## src/verilog/dai_reg_pkg.sv

```systemverilog
// Direct-access register map of the fuse controller.
// Offsets, data width and the fuse command opcodes seen on the core's write bus.
package dai_reg_pkg;

    // --------------------
    // Widths
    // --------------------

    // Only the low address bits select a direct-access register.
    localparam int unsigned DAI_OFFSET_W = 12;
    // Data words are 32 bits. The AXI address bus uses the same width.
    localparam int unsigned DAI_DATA_W = 32;

    // --------------------
    // Register offsets
    // --------------------

    localparam logic [DAI_OFFSET_W-1:0] DAI_CMD_OFFSET     = 12'h060;
    localparam logic [DAI_OFFSET_W-1:0] DAI_ADDRESS_OFFSET = 12'h064;
    localparam logic [DAI_OFFSET_W-1:0] DAI_WDATA0_OFFSET  = 12'h068;
    localparam logic [DAI_OFFSET_W-1:0] DAI_WDATA1_OFFSET  = 12'h06C;

    // Fuse opcodes written to CMD. Any other value is an unknown command.
    typedef enum logic [DAI_DATA_W-1:0] {
        DaiRead    = 32'h0000_0001,
        DaiWrite   = 32'h0000_0002,
        DaiDigest  = 32'h0000_0004,
        DaiZeroize = 32'h0000_0008
    } dai_cmd_e;

    // Register targeted by an address handshake.
    typedef enum logic [2:0] {
        REG_NONE,
        REG_WDATA0,
        REG_WDATA1,
        REG_ADDRESS,
        REG_CMD
    } dai_reg_e;

endpackage

```

## src/verilog/fuse_policy_pkg.sv

```systemverilog
// Fuse write policy definitions.
// Range ownership table and the states of the command filter.
package fuse_policy_pkg;

    import dai_reg_pkg::*;

    // Agent that may program a fuse range.
    typedef enum logic [1:0] {
        OWNER_NONE,
        OWNER_CORE,
        OWNER_MCU
    } fuse_owner_e;

    // One entry of the ownership table. Both bounds are inclusive.
    typedef struct packed {
        logic [DAI_DATA_W-1:0] lower;
        logic [DAI_DATA_W-1:0] upper;
        fuse_owner_e           owner;
    } fuse_range_t;

    // --------------------
    // Ownership table
    // --------------------

    localparam int unsigned FUSE_NUM_RANGES = 3;

    // Entries do not overlap. Addresses outside all of them have no owner.
    localparam fuse_range_t FUSE_RANGE_TABLE [0:FUSE_NUM_RANGES-1] = '{
        '{lower: 32'h0000_0000, upper: 32'h0000_00FF, owner: OWNER_CORE},
        '{lower: 32'h0000_0100, upper: 32'h0000_02FF, owner: OWNER_MCU},
        '{lower: 32'h0000_0300, upper: 32'h0000_03FF, owner: OWNER_MCU}
    };

    // --------------------
    // Filter states
    // --------------------

    typedef enum logic [1:0] {
        WAIT_INIT,
        IDLE,
        CMD_PENDING,
        DISCARD
    } filter_state_e;

endpackage

```

## src/verilog/dai_write_decoder.sv

```systemverilog
// Direct-access write decoder.
// Turns AXI write handshakes into per-register address and data strobes.
`timescale 1ns/1ps

module dai_write_decoder
    import dai_reg_pkg::*;
(
    input  logic                  clk_i,
    input  logic                  rst_n_i,
    input  logic                  aw_valid_i,
    input  logic                  aw_ready_i,
    input  logic [DAI_DATA_W-1:0] aw_addr_i,
    input  logic                  w_valid_i,
    input  logic                  w_ready_i,
    output dai_reg_e              aw_reg_o,
    output logic                  addr_data_stb_o,
    output logic                  cmd_data_stb_o
);

    logic                    aw_event;
    logic                    w_event;
    logic [DAI_OFFSET_W-1:0] aw_offset;
    dai_reg_e                aw_target;
    dai_reg_e                last_reg_q;

    assign aw_event  = aw_valid_i & aw_ready_i;
    assign w_event   = w_valid_i & w_ready_i;
    assign aw_offset = aw_addr_i[DAI_OFFSET_W-1:0];

    // Map the register offset onto the register it selects.
    always_comb begin
        case (aw_offset)
            DAI_WDATA0_OFFSET:  aw_target = REG_WDATA0;
            DAI_WDATA1_OFFSET:  aw_target = REG_WDATA1;
            DAI_ADDRESS_OFFSET: aw_target = REG_ADDRESS;
            DAI_CMD_OFFSET:     aw_target = REG_CMD;
            default:            aw_target = REG_NONE;
        endcase
    end

    assign aw_reg_o = aw_event ? aw_target : REG_NONE;

    // Remember where the last address handshake went, so that the next
    // data beat can be matched to its register. A data beat consumes it.
    always_ff @(posedge clk_i or negedge rst_n_i) begin
        if (!rst_n_i) begin
            last_reg_q <= REG_NONE;
        end else if (aw_event) begin
            last_reg_q <= aw_target;
        end else if (w_event) begin
            last_reg_q <= REG_NONE;
        end
    end

    assign addr_data_stb_o = w_event && (last_reg_q == REG_ADDRESS);
    assign cmd_data_stb_o  = w_event && (last_reg_q == REG_CMD);

endmodule

```

## src/verilog/requester_id_tracker.sv

```systemverilog
// Requester ID tracker.
// Records the AXI user ID of each register phase and compares them.
`timescale 1ns/1ps

module requester_id_tracker
    import dai_reg_pkg::*;
#(
    parameter int unsigned USER_W = 32
) (
    input  logic              clk_i,
    input  logic              rst_n_i,
    input  dai_reg_e          aw_reg_i,
    input  logic [USER_W-1:0] aw_user_i,
    input  logic              records_clear_i,
    output logic              ids_all_same_o,
    output logic              addr_cmd_same_o,
    output logic [USER_W-1:0] cmd_user_o
);

    logic [USER_W-1:0] data0_id_q;
    logic [USER_W-1:0] data1_id_q;
    logic [USER_W-1:0] addr_id_q;
    logic [USER_W-1:0] cmd_id_q;

    // A clear wins over a load in the same cycle.
    always_ff @(posedge clk_i or negedge rst_n_i) begin
        if (!rst_n_i) begin
            data0_id_q <= '0;
            data1_id_q <= '0;
            addr_id_q  <= '0;
            cmd_id_q   <= '0;
        end else if (records_clear_i) begin
            data0_id_q <= '0;
            data1_id_q <= '0;
            addr_id_q  <= '0;
            cmd_id_q   <= '0;
        end else begin
            case (aw_reg_i)
                REG_WDATA0:  data0_id_q <= aw_user_i;
                REG_WDATA1:  data1_id_q <= aw_user_i;
                REG_ADDRESS: addr_id_q  <= aw_user_i;
                REG_CMD:     cmd_id_q   <= aw_user_i;
                default:     ;
            endcase
        end
    end

    // A skipped phase leaves its record at zero and so breaks the match.
    assign addr_cmd_same_o = (addr_id_q == cmd_id_q);
    assign ids_all_same_o  = (data0_id_q == data1_id_q) && (data1_id_q == addr_id_q)
                             && addr_cmd_same_o;
    assign cmd_user_o      = cmd_id_q;

endmodule

```

## src/verilog/fuse_range_checker.sv

```systemverilog
// Fuse range checker.
// Captures the fuse address word and finds the owner of the range holding it.
`timescale 1ns/1ps

module fuse_range_checker
    import dai_reg_pkg::*;
    import fuse_policy_pkg::*;
(
    input  logic                  clk_i,
    input  logic                  rst_n_i,
    input  logic                  addr_data_stb_i,
    input  logic [DAI_DATA_W-1:0] w_data_i,
    input  logic                  records_clear_i,
    output fuse_owner_e           range_owner_o
);

    logic [DAI_DATA_W-1:0] fuse_addr_q;
    logic                  found;

    // --------------------
    // Address capture
    // --------------------

    always_ff @(posedge clk_i or negedge rst_n_i) begin
        if (!rst_n_i) begin
            fuse_addr_q <= '0;
        end else if (records_clear_i) begin
            fuse_addr_q <= '0;
        end else if (addr_data_stb_i) begin
            fuse_addr_q <= w_data_i;
        end
    end

    // --------------------
    // Table lookup
    // --------------------

    // Walk the table in order. The first entry that contains the address
    // gives the owner, later hits are ignored.
    always_comb begin
        range_owner_o = OWNER_NONE;
        found         = 1'b0;
        for (int i = 0; i < FUSE_NUM_RANGES; i++) begin
            if (!found
                && (fuse_addr_q >= FUSE_RANGE_TABLE[i].lower)
                && (fuse_addr_q <= FUSE_RANGE_TABLE[i].upper)) begin
                range_owner_o = FUSE_RANGE_TABLE[i].owner;
                found         = 1'b1;
            end
        end
    end

endmodule

```

## src/verilog/fuse_cmd_filter_fsm.sv

```systemverilog
// Fuse command filter FSM.
// Decides at the command data beat whether the fuse command is discarded.
`timescale 1ns/1ps

module fuse_cmd_filter_fsm
    import dai_reg_pkg::*;
    import fuse_policy_pkg::*;
#(
    parameter int unsigned USER_W = 32
) (
    input  logic                  clk_i,
    input  logic                  rst_n_i,
    input  logic                  init_done_i,
    input  dai_reg_e              aw_reg_i,
    input  logic                  cmd_data_stb_i,
    input  logic [DAI_DATA_W-1:0] w_data_i,
    input  logic                  ids_all_same_i,
    input  logic                  addr_cmd_same_i,
    input  logic [USER_W-1:0]     cmd_user_i,
    input  fuse_owner_e           range_owner_i,
    input  logic [USER_W-1:0]     core_user_i,
    input  logic [USER_W-1:0]     mcu_user_i,
    input  logic                  discarded_i,
    output logic                  records_clear_o,
    output logic                  discard_o
);

    filter_state_e state_q;
    filter_state_e state_d;
    dai_cmd_e      cmd_op;
    logic          range_ok;
    logic          violation;
    logic          discard_d;

    assign cmd_op = dai_cmd_e'(w_data_i);

    // The range check passes only if the owner's strap matches the command ID.
    always_comb begin
        case (range_owner_i)
            OWNER_CORE: range_ok = (core_user_i == cmd_user_i);
            OWNER_MCU:  range_ok = (mcu_user_i == cmd_user_i);
            default:    range_ok = 1'b0;
        endcase
    end

    // Reads and unknown opcodes always go through.
    always_comb begin
        case (cmd_op)
            DaiWrite:   violation = !(range_ok && ids_all_same_i);
            DaiDigest:  violation = !(range_ok && addr_cmd_same_i);
            DaiZeroize: violation = !(range_ok && addr_cmd_same_i);
            default:    violation = 1'b0;
        endcase
    end

    // --------------------
    // Next state
    // --------------------

    always_comb begin
        state_d         = state_q;
        records_clear_o = 1'b0;
        discard_d       = 1'b0;
        case (state_q)
            WAIT_INIT: begin
                // Records are held clear so nothing seen before init counts.
                records_clear_o = 1'b1;
                if (init_done_i) begin
                    state_d = IDLE;
                end
            end
            IDLE: begin
                if (aw_reg_i == REG_CMD) begin
                    state_d = CMD_PENDING;
                end
            end
            CMD_PENDING: begin
                if (cmd_data_stb_i) begin
                    records_clear_o = 1'b1;
                    discard_d       = violation;
                    state_d         = violation ? DISCARD : IDLE;
                end
            end
            DISCARD: begin
                discard_d = !discarded_i;
                if (discarded_i) begin
                    state_d = IDLE;
                end
            end
            default: state_d = WAIT_INIT;
        endcase
    end

    always_ff @(posedge clk_i or negedge rst_n_i) begin
        if (!rst_n_i) begin
            state_q   <= WAIT_INIT;
            discard_o <= 1'b0;
        end else begin
            state_q   <= state_d;
            discard_o <= discard_d;
        end
    end

endmodule

```

## src/verilog/fuse_write_filter.sv

```systemverilog
// Fuse write filter top level.
// Watches direct-access register writes and discards fuse commands that break policy.
`timescale 1ns/1ps

module fuse_write_filter
    import dai_reg_pkg::*;
    import fuse_policy_pkg::*;
#(
    parameter int unsigned USER_W = 32
) (
    input  logic                  clk_i,
    input  logic                  rst_n_i,
    // AXI write address channel, observed only.
    input  logic                  aw_valid_i,
    input  logic                  aw_ready_i,
    input  logic [DAI_DATA_W-1:0] aw_addr_i,
    input  logic [USER_W-1:0]     aw_user_i,
    // AXI write data channel, observed only.
    input  logic                  w_valid_i,
    input  logic                  w_ready_i,
    input  logic [DAI_DATA_W-1:0] w_data_i,
    // Strap IDs of the two agents.
    input  logic [USER_W-1:0]     core_user_i,
    input  logic [USER_W-1:0]     mcu_user_i,
    // Fuse controller side.
    input  logic                  init_done_i,
    input  logic                  discarded_i,
    output logic                  discard_o
);

    dai_reg_e          aw_reg;
    logic              addr_data_stb;
    logic              cmd_data_stb;
    logic              ids_all_same;
    logic              addr_cmd_same;
    logic [USER_W-1:0] cmd_user;
    fuse_owner_e       range_owner;
    logic              records_clear;

    dai_write_decoder u_decoder (
        .clk_i           (clk_i),
        .rst_n_i         (rst_n_i),
        .aw_valid_i      (aw_valid_i),
        .aw_ready_i      (aw_ready_i),
        .aw_addr_i       (aw_addr_i),
        .w_valid_i       (w_valid_i),
        .w_ready_i       (w_ready_i),
        .aw_reg_o        (aw_reg),
        .addr_data_stb_o (addr_data_stb),
        .cmd_data_stb_o  (cmd_data_stb)
    );

    // The tracker and the checker work side by side on the decoder strobes.
    requester_id_tracker #(
        .USER_W (USER_W)
    ) u_id_tracker (
        .clk_i           (clk_i),
        .rst_n_i         (rst_n_i),
        .aw_reg_i        (aw_reg),
        .aw_user_i       (aw_user_i),
        .records_clear_i (records_clear),
        .ids_all_same_o  (ids_all_same),
        .addr_cmd_same_o (addr_cmd_same),
        .cmd_user_o      (cmd_user)
    );

    fuse_range_checker u_range_checker (
        .clk_i           (clk_i),
        .rst_n_i         (rst_n_i),
        .addr_data_stb_i (addr_data_stb),
        .w_data_i        (w_data_i),
        .records_clear_i (records_clear),
        .range_owner_o   (range_owner)
    );

    fuse_cmd_filter_fsm #(
        .USER_W (USER_W)
    ) u_filter_fsm (
        .clk_i           (clk_i),
        .rst_n_i         (rst_n_i),
        .init_done_i     (init_done_i),
        .aw_reg_i        (aw_reg),
        .cmd_data_stb_i  (cmd_data_stb),
        .w_data_i        (w_data_i),
        .ids_all_same_i  (ids_all_same),
        .addr_cmd_same_i (addr_cmd_same),
        .cmd_user_i      (cmd_user),
        .range_owner_i   (range_owner),
        .core_user_i     (core_user_i),
        .mcu_user_i      (mcu_user_i),
        .discarded_i     (discarded_i),
        .records_clear_o (records_clear),
        .discard_o       (discard_o)
    );

endmodule

```

## config.mk

```make
export PLATFORM = sky130hd
export DESIGN_NAME = fuse_write_filter
export DESIGN_NICKNAME = d
export VERILOG_FILES = /design/src/verilog/dai_reg_pkg.sv /design/src/verilog/fuse_policy_pkg.sv /design/src/verilog/dai_write_decoder.sv /design/src/verilog/requester_id_tracker.sv /design/src/verilog/fuse_range_checker.sv /design/src/verilog/fuse_cmd_filter_fsm.sv /design/src/verilog/fuse_write_filter.sv
export SDC_FILE = /design/constraint.sdc
export NUM_CORES = 1
export LEC_CHECK = 0
export ABC_AREA = 1
export BUFFER_PORTS_ARGS = -buffer_cell sky130_fd_sc_hd__clkbuf_2
export CAP_MARGIN = 20
export CORE_UTILIZATION = 35
export DETAILED_ROUTE_END_ITERATION = 10
export GPL_TIMING_DRIVEN = 0
export PLACE_DENSITY = 0.63
export SYNTH_ARGS = -nofsm -noshare
export SYNTH_HDL_FRONTEND = slang
export SYNTH_SLANG_ARGS = --single-unit
```

## constraint.sdc

```tcl
create_clock -name clk_i -period 2.46 [get_ports clk_i]
set_clock_uncertainty 0.1 [all_clocks]
set_input_delay 0.492 -clock clk_i [delete_from_list [all_inputs] [get_ports clk_i]]
set_output_delay 0.492 -clock clk_i [all_outputs]
set_load 0.02 [all_outputs]
```

# Word level (Yosys, flattened, before mapping)
# Index checks and enable logic that the tools add are counted.
[op_classes] muxes=31 bitwise_logic=2 n_reduce_logical=25 order_cmp=6 eq_ne=27
[ops] operator="2-to-1 mux 32 bit" count=10
[ops] operator="equality test 32 bit" count=5
[ops] operator="less-or-equal comparator 32 x 10 -> 1 bit, second input constant" count=2
[ops] operator="equality test 12 x 7 -> 1 bit, second input constant" count=4
[ops] operator="equality test 32 x 2 -> 1 bit, second input constant" count=1
[ops] operator="equality test 32 x 3 -> 1 bit, second input constant" count=1
[ops] operator="equality test 32 x 4 -> 1 bit, second input constant" count=1
[ops] operator=">= comparator 32 x 1 -> 1 bit, second input constant" count=1
[ops] operator=">= comparator 32 x 10 -> 1 bit, second input constant" count=1
[ops] operator=">= comparator 32 x 9 -> 1 bit, second input constant" count=1
[ops] operator="less-or-equal comparator 32 x 8 -> 1 bit, second input constant" count=1
[ops] operator="2-to-1 mux 2 bit" count=7
[ops] operator="case mux 3 bit (4 select lines)" count=1
[ops] operator="nonzero test 2 bit" count=6
[ops] operator="logical AND 1 bit" count=11
[ops] operator="equality test 3 x 2 -> 1 bit, second input constant" count=3
[ops] operator="2-to-1 mux 3 bit" count=3
[ops] operator="case mux 1 bit (2 select lines)" count=4
[ops] operator="case mux 2 bit (4 select lines)" count=1
[ops] operator="equality test 2 bit, second input constant" count=3
[ops] operator="equality test 3 bit, second input constant" count=2
[ops] operator="!= test 2 bit, second input constant" count=3
[ops] operator="logical NOT 1 bit" count=5
[ops] operator="2-to-1 mux 1 bit" count=5
[ops] operator="7 further kinds" count=9
[word_totals] word_cells=99 register_bits=166 out_inout_bits=1

# Longest topological paths before layout
[depth] word_depth=19 depth_mapped=23 depth_no_buf=22

# By module
# From an unflattened synthesis, not the netlist that was laid out.
[hier_totals] hier_cells=1383 hier_area_um2=9369.0
[modules_own_cells] mod="requester_id_tracker" seq_area_each_um2=3203.1 instances=1 cells_each=913 area_per_inst_um2=6553.8
[modules_own_cells] mod="fuse_cmd_filter_fsm" seq_area_each_um2=75.1 instances=1 cells_each=287 area_per_inst_um2=1367.6
[modules_own_cells] mod="fuse_range_checker" seq_area_each_um2=600.6 instances=1 cells_each=132 area_per_inst_um2=1178.6
[modules_own_cells] mod="dai_write_decoder" seq_area_each_um2=75.1 instances=1 cells_each=51 area_per_inst_um2=269.0

# Worst setup path after synthesis
# Ideal clock, no wire load.
[synth_path] kind="reg2reg" startpoint="reg u_range_checker.fuse_addr_q[29]" endpoint="reg u_filter_fsm.state_q[1]" period_less_slack_ps=2549 setup_time_ps=116 path_stages_with_launch=23 path_buffers=1 setup_slack_ps=-89 arrival_time_ps=2332 cell_sequence="dfrtp_1 inv_1 nand4_1 nor4_1 nand4_1 nor2_1 nand2_1 ha_1 inv_2 buf_2 nand2_1 nand3_1 nand2_1 nor2_1 nand2_1 nor2_1 nand2_1 nor2_1 nand3_1 nand3_1 nand2_1 nand2_1 nand2_1"
[synth_via] elab_chain_cells=19
[synth_rtl] item="from (decl)" line_no="fuse_range_checker.sv:17" source="logic [DAI_DATA_W-1:0] fuse_addr_q;"
[synth_rtl] item="from (signal assigned)" line_no="fuse_range_checker.sv:30" source="fuse_addr_q <= w_data_i;"
[synth_rtl] item=">= comparator 32 x 1 -> 1 bit or less-or-equal comparator 32 x 8 -> 1 bit (tied branches)" line_no="fuse_range_checker.sv:45, fuse_range_checker.sv:46"
[synth_rtl] item="logical AND 1 bit" line_no="fuse_range_checker.sv:46" source="&& (fuse_addr_q <= FUSE_RANGE_TABLE[i].upper)) begin"
[synth_rtl] item="2-to-1 mux 1 bit" line_no="fuse_range_checker.sv:44" source="if (!found"
[synth_rtl] item="logical NOT 1 bit" line_no="fuse_range_checker.sv:44"
[synth_rtl] item="logical AND 1 bit" line_no="fuse_range_checker.sv:45" source="&& (fuse_addr_q >= FUSE_RANGE_TABLE[i].lower)"
[synth_rtl] item="logical AND 1 bit" line_no="fuse_range_checker.sv:46"
[synth_rtl] item="2-to-1 mux 1 bit" line_no="fuse_range_checker.sv:44"
[synth_rtl] item="logical NOT 1 bit" line_no="fuse_range_checker.sv:44"
[synth_rtl] item="(+3 left out)"
[synth_rtl] item="equality test 2 bit or equality test 2 x 1 -> 1 bit (tied branches)" line_no="fuse_cmd_filter_fsm.sv:39" source="case (range_owner_i)"
[synth_rtl] item="case mux 1 bit (2 select lines) (*)" line_no="fuse_cmd_filter_fsm.sv:39"
[synth_rtl] item="logical AND 1 bit, on equally long branches" line_no="fuse_cmd_filter_fsm.sv:50, fuse_cmd_filter_fsm.sv:51, fuse_cmd_filter_fsm.sv:49"
[synth_rtl] item="logical NOT 1 bit, on equally long branches" line_no="fuse_cmd_filter_fsm.sv:50, fuse_cmd_filter_fsm.sv:51, fuse_cmd_filter_fsm.sv:49"
[synth_rtl] item="case mux 1 bit (2 select lines) (*)" line_no="fuse_cmd_filter_fsm.sv:48" source="case (cmd_op)"
[synth_rtl] item="2-to-1 mux 2 bit (*)" line_no="fuse_cmd_filter_fsm.sv:81" source="state_d = violation ? DISCARD : IDLE;"
[synth_rtl] item="2-to-1 mux 2 bit (*)" line_no="fuse_cmd_filter_fsm.sv:78" source="if (cmd_data_stb_i) begin"
[synth_rtl] item="case mux 2 bit (4 select lines) (*)" line_no="fuse_cmd_filter_fsm.sv:64" source="case (state_q)"
[synth_rtl] item="to (signal assigned)" line_no="fuse_cmd_filter_fsm.sv:99" source="state_q <= state_d;"
[synth_rtl] item="to (decl)" line_no="fuse_cmd_filter_fsm.sv:28" source="filter_state_e state_q;"
# Every way passes the cells marked *; elsewhere a longest branch is shown, timed or not. The select of a mux whose other input is x is not followed.
# A chain may end at the register's enable or synchronous reset.

# Worst setup path in the final report
[layout_path] startpoint="reg u_range_checker.fuse_addr_q[27]" endpoint="reg u_filter_fsm.state_q[1]"
# Same word-level chain as after synthesis.

==> reports/qor.yml <==
status: "finished with violations"
failed_checks: "setup timing"
hold_end: "u_range_checker.fuse_addr_q[20]$_DFFE_PN0P_"
synth_nets: 1443
reg2reg_slack_ns: -0.67
cts_root_buffer: "clkbuf_16"
worstSetupPathType: "reg2reg"
timing.fmax_mhz: 319
min_period_ns: 3.13
finalSetupViolations: 2
path_common_cell: "nand2_1"
synthTopCellsByArea: "dfrtp_1 (45%), nand2_1 (22%), o21ai_0 (10%)"
arrival_ns: 3.35
dieArea_um2: 25600
yosysTopAreaCell: "dfrtp_1"
drive_gt1_share_pct: 19.5
clk_pin_slew_worst_paths_ns: 0.06
cts.sinks: 158
critPathBufInv: 4
routed_wl_um: 27700
crit_chain: "inv_1 -> nand4_1 -> nor4_2 -> nand4_1 -> nor2_1 -> nand2_1 -> ha_4 -> inv_8 -> buf_8 -> buf_6 -> nand2_2 -> nand3_2 -> nand2_2 -> nor2_4 -> nand2_4 -> nor2_1 -> nand2_1 -> nor2_1 -> nand3_2 -> nand3_2 -> nand2_1 -> nand2_1 -> nand2_1"
final_nets: 1619
vias: 8627
cellLeakagePower_nw: 5.62
rr_endpoint: "u_filter_fsm.state_q[1]$_DFFE_PN0P_"
tritoncts: "yes"
final_max_slew_viol_count: 0
startpoint: "u_range_checker.fuse_addr_q[27]$_DFFE_PN0P_"
start_kind: "flip-flop"
intPower_mw: 6.96
pwr-share-clk_pct: 20.9
first_iter_violations: 690
drc: 0
pwr-share-seq_pct: 35.5
first_pass_iters: 5
dpl_cell_area_um2: 9970
grt_pass1_wl_um: 43600
finalCritPeriodShare_pct: 127
ir_drop_mv: 0.535
hold_depth: 3
finalInstanceArea_um2: 11000
rows: 57
cap_violations: 0
antenna_found_initial: 0
combPwrFrac_pct: 43.6
num-fill-cells: 2535
synth.distinct_cells: 22
hold_path.startpoint: "w_data_i[20]"
worstRegToRegCells: 23
r2r_start: "u_range_checker.fuse_addr_q[27]$_DFFE_PN0P_"
cp_top_family: "simple AND/OR/NAND/NOR gates"
clk_path_buf_depth: 2
slew_headroom_pct: 44.6
setup_slack_ns: -0.673
end_kind: "flip-flop"
gr-total-overflow: 0
final-hold-violation-count: 0
worst_pin_slew_ns: 0.821
io_buffers: 148
layout.cells.non_filler: 1782
fp.dieH_um: 160
switchingPower_mw: 5.71
place_congestion: 0.871
grt_use_total_pct: 22.2
pin_count: 169
die_x_um: 160
cpPeakStageDelay_ns: 0.36
swShare_pct: 45.0
clk_latency_ns: 0.42
synthCells: 1270
dp_hpwl_um: 20500
path_max_fanout: 6
grt_start_max_net_pins: 104
cts_made_buffers: 17
postLayoutCoreUtil_pct: 45.0
core-area_um2: 24400
diodes: 0
cp_slowest_cell: "dfrtp_1"
synth-seq-cells: 158
placed_cells: 1743
routedWlPerCell_um: 15.6
htreeDepth: 4
synth.top_cell.area_share_pct: 45.2
initial_core_util_pct: 35.9
first_global_vias: 8126
syn_area_um2: 8750
dpl_worst_slack_ns: -0.916
ys_seq_area_share_pct: 45.2
drt.antenna.violating_nets: 0
hold_path_class: "in2reg"
via_per_inst: 4.84
rsz0062_at_grt: "true"
powerDensity_nw_per_um2: 1160
synth.yosys.warnings: 0
crit_required_ns: 2.68
syn_to_final_growth_pct: 25.4
syn_avg_cell_area_um2: 6.89
fin_tns_setup_ns: -1.27
==> worst reg2reg max path: cells and delay by family, from the launching register on <==
kind | cells | cell delay (ns)
fa+ha+maj | 1 | 0.21
simple gates | 18 | 1.95
flops | 1 | 0.36
buf+inv | 4 | 0.43
==> synthesized netlist by cell type, drive strengths merged <==
cell type and number:
xnor2 12, nand2 515, inv 158, nor2 89, o41ai 1, nand4 15
o21ai 174, nor3 1, buf 15, a21o 2, nor4 6, a22oi 1
dfrtp 158, xor2 21, ha 5, nand3 60, clkbuf 28, nand3b 1
o211ai 4, a21oi 4
==> placed cells by master (no fill, tap or decap), types with 2 or more instances in the layout <==
master      Yosys  final
o21ai_0       174    174
inv_6           0      3
nor2_4          0      4
nand4_1        15     15
clkbuf_16       0     17
bufinv_16       0      2
clkbuf_8        0      3
o211ai_1        4      4
buf_6           0      3
nand2_1       515    473
nand3_2         0      6
buf_2          13      6
clkinv_4        0      2
clkbuf_2        0    158
a21o_1          2      2
a21oi_1         4      3
buf_16          0      2
dfrtp_1       158    158
nor2_2          0      5
xnor2_2         0      4
ha_1            5      4
nor2_1         89     80
buf_4           0      4
buf_8           0      3
inv_1         153    150
nand3_1        60     54
clkinvlp_4      0      3
xnor2_1        12      8
clkbuf_1       28     19
nand2_4         0      5
nand2_2         0     37
nor4_1          6      5
xor2_1         21     19
inv_2           5      7
xor2_2          0      2
buf_12          0      2
==> how the worst max path moves through the flow <==
stage                                                  endpoint  slack (ns)  cells past startpoint
global placement    u_range_checker.fuse_addr_q[24]$_DFFE_PN0P_       -2.12                      1
finish                      u_filter_fsm.state_q[1]$_DFFE_PN0P_       -0.67                     23
detailed placement          u_filter_fsm.state_q[1]$_DFFE_PN0P_       -0.92                     21
floorplan                   u_filter_fsm.state_q[1]$_DFFE_PN0P_       0.001                     22
global route                u_filter_fsm.state_q[1]$_DFFE_PN0P_       -0.88                     21
CTS                         u_filter_fsm.state_q[1]$_DFFE_PN0P_       -0.65                     21
==> state kept, by name, indices dropped and copies added, names as in the netlist <==
register                     cells
u_decoder.last_reg_q             3
u_id_tracker.cmd_user_o         32
u_id_tracker.addr_id_q          32
u_id_tracker.data0_id_q         32
u_filter_fsm.discard_o           1
u_id_tracker.data1_id_q         32
u_range_checker.fuse_addr_q     24
u_filter_fsm.state_q             2
==> power groups by stage <==
stage               clock (mW)  combinational, mW  sequential [mW]
CTS                       2.69               5.44             4.46
finish                    2.65               5.53             4.50
global route              2.79               6.29             4.63
detailed placement           0               5.34             4.50
floorplan                    0               3.60             4.28
global placement             0               5.25             4.46
==> metal layers <==
metal	vias up	GRT usage, %	part of all wire, %
li1	4311	-	-
met1	3989	29.7	45
met2	280	36.0	45
met3	47	3.56	6.7
met4	0	8.79	3.3
met5	-	0	0
==> cell type report <==
type / instances / area, um2 / area share (%)
buffer: 42 / 249 / 2.27
tap: 324 / 405 / 3.70
sequential: 158 / 3950 / 36.0
clock buffer: 20 / 457 / 4.16
clock inverter: 11 / 131 / 1.20
multi-input combinational: 911 / 4290 / 39.1
timing repair buffer: 158 / 878 / 8.01
inverter: 158 / 601 / 5.48
==> repair_timing <==
action	in CTS	in global routing
resized for setup	46	71
hold endpoints to repair	55	0
setup buffers	7	1
pin swaps	26	41
cloned	1	0
setup endpoints to repair	2	23
hold buffers	1	0
==> logic make-up after synthesis <==
logic type,count (synthesis),share of synthesized area (%)
AO/OA/AOI/OAI,186,11.0
XOR/XNOR,33,3.30
adder cells (fa/ha/maj),5,0.715
buffers and inverters,201,8.81
flip-flops,158,45.2
AND/OR/NAND/NOR,687,31.0
==> per-stage QoR <==
stage / hold WS, ns / total power, mW
after floorplan: 0.0964 / 7.88
after global placement: 0.370 / 9.71
after detailed placement: 0.377 / 9.84
after CTS: 0.203 / 12.6
after global routing: 0.231 / 13.7
final: 0.217 / 12.7
(Power assumes the default switching activity.)
